`config.mk`:
```
export PLATFORM = sky130hd
export DESIGN_NAME = rnn_step_counter
export DESIGN_NICKNAME = d
export VERILOG_FILES = /design/src/hdl/rnn_pkg.sv /design/src/hdl/rnn_step_counter.sv
export SDC_FILE = /design/constraint.sdc
export NUM_CORES = 1
export LEC_CHECK = 0
export BUFFER_PORTS_ARGS = -buffer_cell sky130_fd_sc_hd__buf_2
export CORE_AREA = 2 2 39 41
export CTS_CLUSTER_DIAMETER = 200
export DETAILED_ROUTE_END_ITERATION = 7
export DIE_AREA = 0 0 41 43
export GPL_TIMING_DRIVEN = 0
export SKIP_LAST_GASP = 1
export SLEW_MARGIN = 10
export SYNTH_ARGS = -nofsm -noshare
export SYNTH_HDL_FRONTEND = slang
export SYNTH_SLANG_ARGS = --single-unit
```
`constraint.sdc`:
```
create_clock -name clk -period 3.8 [get_ports clk]
set_clock_uncertainty 0.15 [all_clocks]
set_input_delay 0.38 -clock clk [delete_from_list [all_inputs] [get_ports clk]]
set_output_delay 0.38 -clock clk [all_outputs]
set_load 0.1 [all_outputs]
```
`src/hdl/rnn_pkg.sv`:
```
`default_nettype none

package rnn_pkg;

	// --------------------------------------------------
	// cell dimensions
	// --------------------------------------------------
	localparam int DIM      = 3;
	localparam int STEPS    = 3;
	// one word per cycle, row-major over a DIM x DIM matrix
	localparam int LOAD_LEN = DIM * STEPS;

	// --------------------------------------------------
	// arithmetic widths
	// --------------------------------------------------
	// signed fixed point, binary point set by FRAC_BITS
	typedef logic signed [15:0] data_t;
	typedef logic signed [31:0] prod_t;
	// six products plus headroom
	typedef logic signed [35:0] acc_t;

	// row or step number
	typedef logic [1:0] idx_t;

	// control phases
	typedef enum logic [2:0] {
		S_IDLE,
		S_LOAD,
		S_RECUR,
		S_OUTPUT,
		S_DONE
	} ctrl_state_t;

endpackage

`default_nettype wire

```
`src/hdl/rnn_step_counter.sv`:
```
`default_nettype none

module rnn_step_counter (
	input  wire                  clk,
	input  wire                  rst_n,
	input  wire rnn_pkg::ctrl_state_t i_state,
	output rnn_pkg::idx_t        o_row,
	output rnn_pkg::idx_t        o_step,
	output logic                 o_last_row,
	output logic                 o_last_step
);

	rnn_pkg::idx_t row;
	rnn_pkg::idx_t step;
	rnn_pkg::idx_t row_inc;
	rnn_pkg::idx_t step_inc;

	assign o_last_row  = (row == rnn_pkg::idx_t'(rnn_pkg::DIM - 1));
	assign o_last_step = (step == rnn_pkg::idx_t'(rnn_pkg::STEPS - 1));

	// wrap at the end of each row run and after the last step
	assign row_inc  = o_last_row ? '0 : row + 1'b1;
	assign step_inc = o_last_step ? '0 : step + 1'b1;

	always_ff @(posedge clk or negedge rst_n) begin
		if (!rst_n) begin
			row  <= '0;
			step <= '0;
		end else begin
			case (i_state)
				// load rows and output bursts both close a step
				rnn_pkg::S_LOAD,
				rnn_pkg::S_OUTPUT: begin
					row <= row_inc;
					if (o_last_row) begin
						step <= step_inc;
					end
				end
				rnn_pkg::S_RECUR: row <= row_inc;
				default: begin
					row  <= '0;
					step <= '0;
				end
			endcase
		end
	end

	assign o_row  = row;
	assign o_step = step;

endmodule

`default_nettype wire

```
# --- Word-level counts from Yosys, hierarchy flattened ---
# Cells that the tools add are included.
totals:
  ff_bits: 4
  input_bits: 5
  out_inout_bits: 6
  elab_cells: 19
classes:
  add_sub_neg: 2
  eq_ne: 6
  n_mux: 5
  bitwise_logic: 1
  reduce_logical: 3
ops:
  columns: ["operator", "n"]
  rows:
  - ["2-bit 2-to-1 mux", 4]
  - ["3-bit by 2-bit equality test with 1-bit output (second input constant)", 2]
  - ["2-bit by 1-bit adder with 2-bit output (second input constant)", 2]
  - ["2-bit equality test (second input constant)", 2]
  - ["2-bit case mux with 2 select lines", 1]
  - ["3-bit by 1-bit equality test with 1-bit output (second input constant)", 1]
  - ["3-bit OR reduction", 1]
  - ["2-bit inequality test (second input constant)", 1]
  - ["2-bit AND reduction", 1]
  - ["2-bit OR reduction", 1]
  - ["1-bit NOT", 1]

# --- Logic depth before layout (Yosys ltp) ---
# Gate-level depths: netlist of run 1.
depth:
  ltp_word: 4
  depth_mapped: 3
  depth_no_buf: 3

# --- Least setup slack after synthesis of run 1 ---
# Ideal clock, no wire load.
synth_timing:
  path_kind: "reg-to-output"
  from: "register step[1], in the netlist o_step[1]"
  to: "output o_last_step"
  arrival_ns: 2.399
  t_required_ns: 3.270
  setup_slack_ns: 0.871
  path_stages_with_launch: 2
  path_buffers: 0
  cell_sequence: "dfrtp_1 -> nor2b_1"
synth_via:
  elab_chain_len: 1
synth_rtl:
  columns: ["element", "line_no", "text"]
  rows:
  - ["start, declared", "rnn_step_counter.sv:14", "rnn_pkg::idx_t step;"]
  - ["start signal, assigned", "rnn_step_counter.sv:36", "step <= step_inc;"]
  - ["2-bit equality test", "rnn_step_counter.sv:19", "assign o_last_step = (step == rnn_pkg::idx_t'(rnn_pkg::STEPS - 1));"]
  - ["end, declared", "rnn_step_counter.sv:10", "output logic o_last_step"]
# No other way between the ends.

# --- Worst setup path after layout of run 1 ---
layout_timing:
  from: "register row[0], in the netlist o_row[0]"
  to: "output o_last_row"
layout_via:
  elab_chain_len: 1
layout_rtl:
  columns: ["element", "line_no", "text"]
  rows:
  - ["start, declared", "rnn_step_counter.sv:13", "rnn_pkg::idx_t row;"]
  - ["start signal, assigned", "rnn_step_counter.sv:34", "row <= row_inc;"]
  - ["start signal, assigned", "rnn_step_counter.sv:39", "rnn_pkg::S_RECUR: row <= row_inc;"]
  - ["2-bit equality test", "rnn_step_counter.sv:18", "assign o_last_row = (row == rnn_pkg::idx_t'(rnn_pkg::DIM - 1));"]
  - ["end, declared", "rnn_step_counter.sv:9", "output logic o_last_row,"]
# No other way between the ends.

==> impl_results.md, run 1 <==
- Vias in the first global route: approximately 160
- Core box area: ~1400 µm²
- Initial antenna violation count: 0
- Compound-gate portion of the synthesized area: between 6 and 7%
- Buffers added on ports: 10
- Post-synthesis cell area: 200 µm²
- CP required: 3270 ps
- Gr ovfl total: 0
- Inserted Diodes: 0
- Largest family of logic cells by synthesized area: simple AND/OR/NAND/NOR gates
- Post-CTS sizing: 0
- Static Leak: between 0.1 and 0.15 nW
- Routed WL: 423 µm
- Final Max Tran Viols: 0
- Crit start category: register
- Cts hold-fix bufs: 1
- CTS root buffer: clkbuf_4
- Final hold vios: 0
- H-tree levels: 1
- DR WL/cell: 8.63 µm
- Synth Area in Simple Gates: 41.9%
- Hold slack: around 190 ps
- RePlAce Congestion: about 0.71
- # nets final: 40
- HPWL after DPL: between 300 and 400 µm
- Via/cell ratio: about 4.2
- Peak Freq: 561 MHz
- Max Cap Viol: 0
- CTS tree: yes
- Final critical-path share of the clock period: between 40% and 50%
- Area Overhead vs Synth: 51.2%
- Initial drt markers: 9
- I/O pin count: 11
- Bufs on Longest Clock Path: 2
- Total CTS buffers: 3
- Commonest non-fill, non-tap cells in the layout: buf_2 (10), dfrtp_1 (4), clkbuf_4 (3)
- Worst skew pair latency: around 230 ps
- Yosys reg bits: 4
- RSZ-0062 raised after global routing: no
- Clk sinks: 4
- Worst Hold Class: in -> reg
- Mapped Nets: 24
- Full die area: around 1800 µm²
- PD cells: about 420 nW/µm²
- Max VDD drop: between 0.06 and 0.07 mV
- GR peak layer: met4
- FP Rows: 14
- # Post-CTS Setup Buffers: 0
- Initial Util: 14.5%
- Setup TNS: 0 ps
- First-pass GRT wire length: between 500 and 600 µm
- GRT Overall Usage: ~5.2%
- Largest net degree at the start of global routing: 8
- Commonest non-fill, non-tap cell in the layout: buf_2
- Synth Area in Adders: 0%
- Critical Path AT: between 1000 and 1500 ps
- Share of layout cells above drive strength 1: between 40% and 50%
- Actual slew at the worst max-slew pin: ~500 ps
- M3 GR Usage: 0%
- Outcome: finished, final reports clean
- DIE HEIGHT: about 43 µm
- CP Capture Type: output port
- Setup violators final: 0
- Synth warnings: 0
- Power Total: 126 µW
- Crit path kind: reg -> out
- # fillers: 149
- Met2 Use GR: between 4 and 5%
- Post-Synthesis Mean Instance Area: around 11 µm²
- Die Width: around 40 µm
- DRT Pass-1 Iters: 4
- Rel. slew slack: 67.7%
- Seq/Total Area, Yosys: ~50%
- Grt met1 use: under 10%
- Synth unique cells: 13
- Clock-pin slew on the worst setup and hold paths: 40 ps
- Post-Syn Instances: 19
- DR DRC count: 0
- Via count: 204
- CP max FO: 5
- Mux cell area share after synthesis: 0%
- Clock period minus worst slack: 1780 ps
- XOR/XNOR Fraction of Synth Area: 0%
- Detail Route Antenna Nets: 0
metrics by stage:
stage / setup slack, ps / instance area (µm²) / utilization [%] / instances
after global placement: 2270 / 270 / 19.5 / 45
after global routing: 1980 / 303 / 21.9 / 49
after floorplan: 871 / 200 / - / 19
after detailed placement: 2260 / 270 / 19.5 / 45
after CTS: 2000 / 303 / 21.9 / 49
final: 2020 / 303 / 21.9 / 49
area by class of cell:
| type | count | area, µm² | area share (%) |
|---|---|---|---|
| Clock buffer | 3 | 22.5 | 7.44 |
| Sequential cell | 4 | 100 | 33.1 |
| Inverter | 1 | 3.75 | 1.24 |
| Multi-Input combinational cell | 14 | 96.3 | 31.8 |
| Timing Repair Buffer | 11 | 60.1 | 19.8 |
| Tap cell | 16 | 20.0 | 6.61 |
critical path, cell delays in order (launching register included):
cell,delay (ps)
dfrtp_1,390
nand2b_4,170
inv_1,50
buf_2,410
Yosys cell counts:
| cell type | instances | share of area (%) |
|---|---|---|
| or3_1 | 1 | 3.1 |
| nor2_1 | 1 | 1.9 |
| nand3b_1 | 2 | 7.5 |
| dfrtp_1 | 4 | 50 |
| or4b_1 | 1 | 5.0 |
| nand2_1 | 1 | 1.9 |
| nor2b_1 | 1 | 3.1 |
| nor4b_1 | 1 | 4.4 |
| a31oi_1 | 2 | 6.2 |
| nand3_1 | 2 | 5.0 |
| nor4_1 | 1 | 3.1 |
| inv_1 | 1 | 1.9 |
| nand2b_4 | 1 | 6.9 |
worst paths after layout:
| kind | from | to | depth (start not counted) | slack [ps] |
|---|---|---|---|---|
| min in group asynchronous | rst_n | o_step[1]$_DFFE_PN0P_ | 2 | 330 |
| max in group asynchronous | rst_n | o_row[1]$_DFF_PN0_ | 2 | 3050 |
| hold reg to reg | o_row[0]$_DFF_PN0_ | o_row[0]$_DFF_PN0_ | 1 | 330 |
| setup reg to reg | o_row[0]$_DFF_PN0_ | o_step[0]$_DFFE_PN0P_ | 3 | 2410 |
| setup / recovery | o_row[0]$_DFF_PN0_ | o_last_row | 3 | 2020 |
| hold / removal | i_state[2] | o_step[1]$_DFFE_PN0P_ | 2 | 190 |
flip-flops by register name, summed over array words and instances, names as in the netlist:
name,count
o_row,2
o_step,2
kinds of logic (layout without fill, tap and decap cells):
kind of cell    count (synthesis)  count (layout)
buf+inv                         1              15
flops                           4               4
compound gates                  2               2
simple gates                   12              12
layer usage:
metal | wire, µm | vias to the layer above
met5 | 0 | -
met4 | 18 | 0
met3 | 47 | 2
met2 | 137 | 18
met1 | 220 | 83
li1 | - | 101
report_power, final:
part | switching (mW) | leakage (nW) | internal, mW
Sequential | 0.00203 | 0.0543 | 0.0446
Combinational | 0.0213 | 0.0818 | 0.00654
Clock | 0.0167 | 0.0138 | 0.0353
(Power assumes the default switching activity.)
==> run 2, diff against run 1 <==
ABC_AREA = 1   (was default)
clock period = 1.5 ns   (was 3.8 ns; I/O delays follow)
==> impl_results.md, run 2 <==
- Outcome: finished, final reports clean
- Initial antenna violation count: 0 (unchanged)
- Critical Path Slowest Stage Cell: dfrtp_4
- Final critical-path share of the clock period: a little over nine tenths
- Bufs on Longest Clock Path: 2 (unchanged)
- Largest family of logic cells by synthesized area: simple AND/OR/NAND/NOR gates
- Share of layout cells above drive strength 1: 59.1% (+17 points)
- CP top delay family: flip-flops
- Final non-filler cell total: 60 (+22%)
- Total CTS buffers: 3 (unchanged)
- Post-synth EDFFs: 0 (unchanged)
- H-tree levels: 1 (unchanged)
- Compound-gate portion of the synthesized area: 2.35% (-3.9 points)
- HPWL after DPL: 368 µm (+6.9%)
- Post-Syn Instances: 30 (+11)
- Synth Area in Adders: 0% (unchanged)
- Crit path kind: reg -> out
- Yosys top cell area share: 47.1% (-2.9 points)
- Initial Util: 15.4% (+0.90 points)
- Via count: 207 (+1.5%)
- Yosys reg bits: 4 (unchanged)
- Area Overhead vs Synth: 64.7%
- Synth Area in Simple Gates: 40.0% (-1.9 points)
- CP required: 1200 ps (-2070 ps)
- Buf/Inv on CP: 3 (+1)
- RSZ-0062 raised after global routing: no
- Critical Path AT: 1110 ps (-140 ps)
- Initial drt markers: 0 (-9)
- Commonest non-fill, non-tap cells in the layout: buf_2 (8), nand2_1 (7)
- Max Cap Viol: 0 (unchanged)
- CTS root buffer: clkbuf_4
- Buffers added on ports: 10 (unchanged)
- Actual slew at the worst max-slew pin: 485 ps (-3.28 ps)
- Setup violators final: 0 (unchanged)
- First-pass GRT wire length: 696 µm (+23%)
- CTS tree: yes
- Synth unique cells: 10 (-3)
- Placed cell area: 309 µm² (+14%)
- Synth warnings: 0 (unchanged)
- Detail Route Antenna Nets: 0 (unchanged)
- Seq/Total Area, Yosys: 47.1% (-2.9 points)
- Peak Freq: ~710 MHz
- CP Capture Type: output port
- DR DRC count: 0 (unchanged)
- DP Cell Count: 56 (+24%)
- RePlAce Congestion: 0.610 (-14%)
- XOR/XNOR Fraction of Synth Area: 0% (unchanged)
- Main area contributors after synthesis: dfrtp_1 (47%), nand2_1 (14%), inv_1 (8.8%), nand3_1 (7.1%), nand2_2 (5.9%)
- DIE HEIGHT: 43 µm (unchanged)
- Vias in the first global route: 190 (+17%)
- # fillers: 154 (+3.4%)
- Inserted Diodes: 0 (unchanged)
- CP cell instances: inv_2 > nand2_2 > clkinvlp_4 > buf_6
- CP max FO: 3 (-2)
- Worst Hold Class: in -> async
- Utilization after layout: 25.3% (+3.4 points)
- FP Rows: 14 (unchanged)
- GRT Overall Usage: 6.56% (+1.3 points)
- Async SR Flop Fraction: 100% (unchanged)
- Final hold vios: 0 (unchanged)
- Crit start category: register
- Die Width: 41 µm (unchanged)
- Worst Slack Setup Final: 92.0 ps (-1930 ps)
- Post-synthesis cell area: 213 µm² (+6.3%)
- Commonest non-fill, non-tap cell in the layout: buf_2
- Synth area leader: dfrtp_1
- Static Leak: 0.175 nW (+17%)
- Full die area: 1760 µm² (unchanged)
- Clk sinks: 4 (unchanged)
- # nets final: 51 (+28%)
- Via/cell ratio: 3.45 (-17%)
- Largest net degree at the start of global routing: 6 (-2)
- Mapped Nets: 35 (+46%)
- Clock-pin slew on the worst setup and hold paths: 40 ps (about the same)
- Clock period minus worst slack: 1410 ps
- Critical Path Stages: 4 (+1)
- # Post-CTS Setup Buffers: 0 (unchanged)
- Crit path largest cell delay: 470 ps (+60 ps)
- I/O pin count: 11 (unchanged)
- Path depth of the worst reg2reg path: 6 (+3)
- DRT Pass-1 Iters: 1 (-3)
- Max VDD drop: 0.331 mV (+380%)
- Post-Synthesis Mean Instance Area: 7.09 µm² (-33%)
- Core box area: 1380 µm² (unchanged)
- Gr ovfl total: 0 (unchanged)
- Dpl ws: 137 ps (-2120 ps)
- Fin area: 350 µm² (+16%)
- Worst skew pair latency: 230 ps (about the same)
- Routed WL: 424 µm (+0.24%)
- Dominant synthesized flop cell: dfrtp_1
- Final Max Tran Viols: 0 (unchanged)
- Mux cell area share after synthesis: 0% (unchanged)
- PD cells: 1100 nW/µm² (+160%)
- Post-synth top cells: nand2_1 (8), inv_1 (5), dfrtp_1 (4)
- Most numerous cell in the Yosys netlist: nand2_1
- Power Total: 384 µW (+200%)
- DR WL/cell: 7.07 µm (-18%)
- Rel. slew slack: 67.9% (+0.22 points)
[run 2: changes by cell type after synthesis, sizes merged, moves of 2 or more]
cell    before  now
a31oi        2    0
inv          1    6
nand2        1   10
nand3b       2    0
nor2         1    4
nor3         0    2
[run 2: power breakdown]
| part | switching [mW] | internal [mW] |
|---|---|---|
| sequential | 0.00899 | 0.120 |
| clock | 0.0401 | 0.0892 |
| combinational | 0.101 | 0.0255 |
| total | 0.150 | 0.235 |
[run 2: cell families (layout without fill, tap and decap cells)]
logic type / count (synthesis) / count (layout)
flops: 4 / 4
compound gates: 1 / 1
buf+inv: 6 / 20
simple gates: 19 / 19
[run 2: worst reg2reg max path: cells and delay by family, from the launching register on]
family / cells / cell delay (ps)
buf+inv: 1 / 60
simple gates: 5 / 310
flops: 1 / 470
[run 2: final timing paths]
path	start	end	slack (ps)
setup / recovery	o_row[0]$_DFF_PN0_	o_last_row	90
hold / removal	rst_n	o_step[1]$_DFFE_PN0P_	100
setup reg to reg	o_row[0]$_DFF_PN0_	o_step[0]$_DFFE_PN0P_	390
hold reg to reg	o_row[0]$_DFF_PN0_	o_row[0]$_DFF_PN0_	350
max in group asynchronous	rst_n	o_row[0]$_DFF_PN0_	970
min in group clk	i_state[2]	o_row[1]$_DFF_PN0_	130
[run 2: repair_timing]
| action | 4_1_cts | 5_1_grt |
|---|---|---|
| resized for setup | 2 | 1 |
| setup endpoints to repair | 2 | 1 |
| hold buffers | 1 | 0 |
| cloned | 0 | 0 |
| hold endpoints to repair | 4 | 0 |
[run 2: layer usage]
metal / part of all wire, % / GRT usage, %
met4: 0 / 8.00
met1: 44 / 7.52
met2: 51 / 7.50
met3: 5.2 / 3.14
met5: 0 / 0
[run 2: cell type report]
| type | count | area (µm²) | share of cell area [%] |
|---|---|---|---|
| sequential | 4 | 113 | 32.1 |
| inverter | 6 | 26.3 | 7.50 |
| clock buffer | 3 | 22.5 | 6.43 |
| timing repair buffer | 11 | 68.8 | 19.6 |
| multi-input combinational | 20 | 100 | 28.6 |
| tap | 16 | 20.0 | 5.71 |
[run 2: stage by stage]
| stage | hold WS, ps | TNS (ps) |
|---|---|---|
| 5_1_grt | 111 | 0 |
| 2_1_floorplan | -296 | -5.62 |
| 4_1_cts | 90.9 | 0 |
| 3_5_place_dp | -192 | 0 |
| 6_report | 98.3 | 0 |
| 3_3_place_gp | -194 | 0 |
==> run 3, diff against run 2 <==
CAP_MARGIN = 30   (was default)
clock period = 1.19 ns   (was 1.5 ns; I/O delays follow)
==> impl_results.md, run 3 (synthesized netlist as in run 2, its figures left out) <==
- RePlAce Congestion: 0.688 (+13%)
- Actual slew at the worst max-slew pin: 270 ps (-215 ps)
- Final non-filler cell total: 65 (+8.3%)
- Crit path kind: reg -> out
- Power Total: 560 µW (+46%)
- DP Cell Count: 56 (unchanged)
- Buffers added on ports: 10 (unchanged)
- # fillers: 143 (-7.1%)
- PD cells: 1120 nW/µm² (+2.2%)
- Outcome: finished with violations
- Via/cell ratio: 3.77 (+9.3%)
- Peak Freq: 753 MHz
- Worst skew pair latency: 230 ps (about the same)
- Final hold vios: 0 (unchanged)
- FP Rows: 14 (unchanged)
- Clk sinks: 4 (unchanged)
- GRT Overall Usage: 8.13% (+1.6 points)
- DR WL/cell: 8.37 µm (+18%)
- Internal power: 347 µW (+48%)
- Worst Hold Class: in -> async
- DRT Pass-1 Iters: 2 (+1)
- DIE HEIGHT: 43 µm (unchanged)
- Largest net degree at the start of global routing: 5 (-1)
- Max Cap Viol: 0 (unchanged)
- Critical Path AT: 1060 ps (-50 ps)
- Routed WL: 544 µm (+28%)
- Initial antenna violation count: 0 (unchanged)
- Hold slack: 70.4 ps (-27.9 ps)
- Sequential share of power: 29.5% (-4.0 points)
- Switch share: 37.9% (-1.0 points)
- Rel. slew slack: 81.8% (+14 points)
- Final critical-path share of the clock period: 112%
- Crit start category: register
- Vias in the first global route: 235 (+24%)
- CP required: 920 ps (-280 ps)
- Clock period minus worst slack: roughly 1300 ps
- Share of layout cells above drive strength 1: 73.5% (+14 points)
- Switching power total: 212 µW (+42%)
- # nets final: 56 (+9.8%)
- Full die area: 1760 µm² (unchanged)
- HPWL after DPL: 395 µm (+7.4%)
- Detail Route Antenna Nets: 0 (unchanged)
- Via count: 245 (+18%)
- CP Capture Type: output port
- Area Overhead vs Synth: 135%
- Static Leak: 0.228 nW (+30%)
- First-pass GRT wire length: 959 µm (+38%)
- CP max FO: 2 (-1)
- Comb power frac: 41.3% (+8.5 points)
- Commonest non-fill, non-tap cells in the layout: buf_12 (5), nand2_4 (4), nand2_1 (4), buf_2 (4), buf_4 (4)
- RSZ-0062 raised after global routing: yes
- Clock power frac: 29.3% (-4.4 points)
- Worst Slack Setup Final: -139 ps (-231 ps)
- Inserted Diodes: 0 (unchanged)
- Max VDD drop: 0.269 mV (-19%)
- Initial Util: 15.4% (unchanged)
- Setup violators final: 6 (+6)
- Die Width: 41 µm (unchanged)
- Clock-pin slew on the worst setup and hold paths: 40 ps (about the same)
- Setup TNS: -460 ps (-460 ps)
- DR DRC count: 0 (unchanged)
- Core box area: 1380 µm² (unchanged)
- Bufs on Longest Clock Path: 2 (unchanged)
- Final Max Tran Viols: 0 (unchanged)
- CTS tree: yes
- Total CTS buffers: 3 (unchanged)
- Commonest non-fill, non-tap cell in the layout: buf_12
- Dpl ws: -142 ps (-280 ps)
- CTS root buffer: clkbuf_4
- Gr ovfl total: 0 (unchanged)
- H-tree levels: 1 (unchanged)
- Failing checks: setup timing
- Initial drt markers: 2 (+2)
- I/O pin count: 11 (unchanged)
run 3: worst paths after layout:
kind | startpoint | end | slack [ps] | cells past startpoint
setup / recovery | o_row[0]$_DFF_PN0_ | o_last_row | -140 | 4
hold / removal | rst_n | o_step[1]$_DFFE_PN0P_ | 70 | 2
setup reg to reg | o_row[0]$_DFF_PN0_ | o_step[0]$_DFFE_PN0P_ | -10 | 7
hold reg to reg | o_step[1]$_DFFE_PN0P_ | o_step[1]$_DFFE_PN0P_ | 430 | 2
max in group asynchronous | rst_n | o_row[1]$_DFF_PN0_ | 690 | 2
min in group clk | i_state[2] | o_row[1]$_DFF_PN0_ | 100 | 4
run 3: per-layer routing:
layer / up-vias / part of all wire, % / routed length, µm / global-route usage (%)
met4: 0 / 0 / 0 / 6.00
met3: 0 / 9.4 / 51 / 2.09
met1: 104 / 48 / 259 / 11.6
li1: 131 / - / - / -
met2: 10 / 43 / 233 / 10.0
met5: - / 0 / 0 / 0
run 3: power groups by stage:
stage	combinational, mW	clock, mW	sequential, mW
CTS	0.218	0.177	0.165
global placement	0.157	0	0.167
floorplan	0.0597	0	0.237
global route	0.246	0.180	0.167
finish	0.231	0.164	0.165
detailed placement	0.159	0	0.168
run 3: critical path: stages (launching register included):
cell	delay (ps)
dfrtp_4	480
inv_4	70
nand2_4	50
clkinvlp_4	70
buf_12	160
run 3: layout make-up:
type	instances	area (µm²)	share of cell area (%)
Timing Repair Buffer	16	183	36.6
Multi-Input combinational cell	20	130	26.1
Sequential cell	4	113	22.6
Inverter	6	31.3	6.27
Clock buffer	3	22.5	4.51
Tap cell	16	20.0	4.01
run 3: what timing repair did:
item	4_1_cts	5_1_grt
hold endpoints to repair	4	0
pin swaps	1	3
endpoints found under the setup margin	6	7
hold buffers	1	0
setup buffers	5	0
gates resized for setup	22	8
run 3: metrics by stage:
step	util (%)	instance area, µm²
after floorplan	-	254
after global placement	23.4	324
after detailed placement	23.4	324
after CTS	34.4	475
after global routing	36.1	499
final	36.1	499
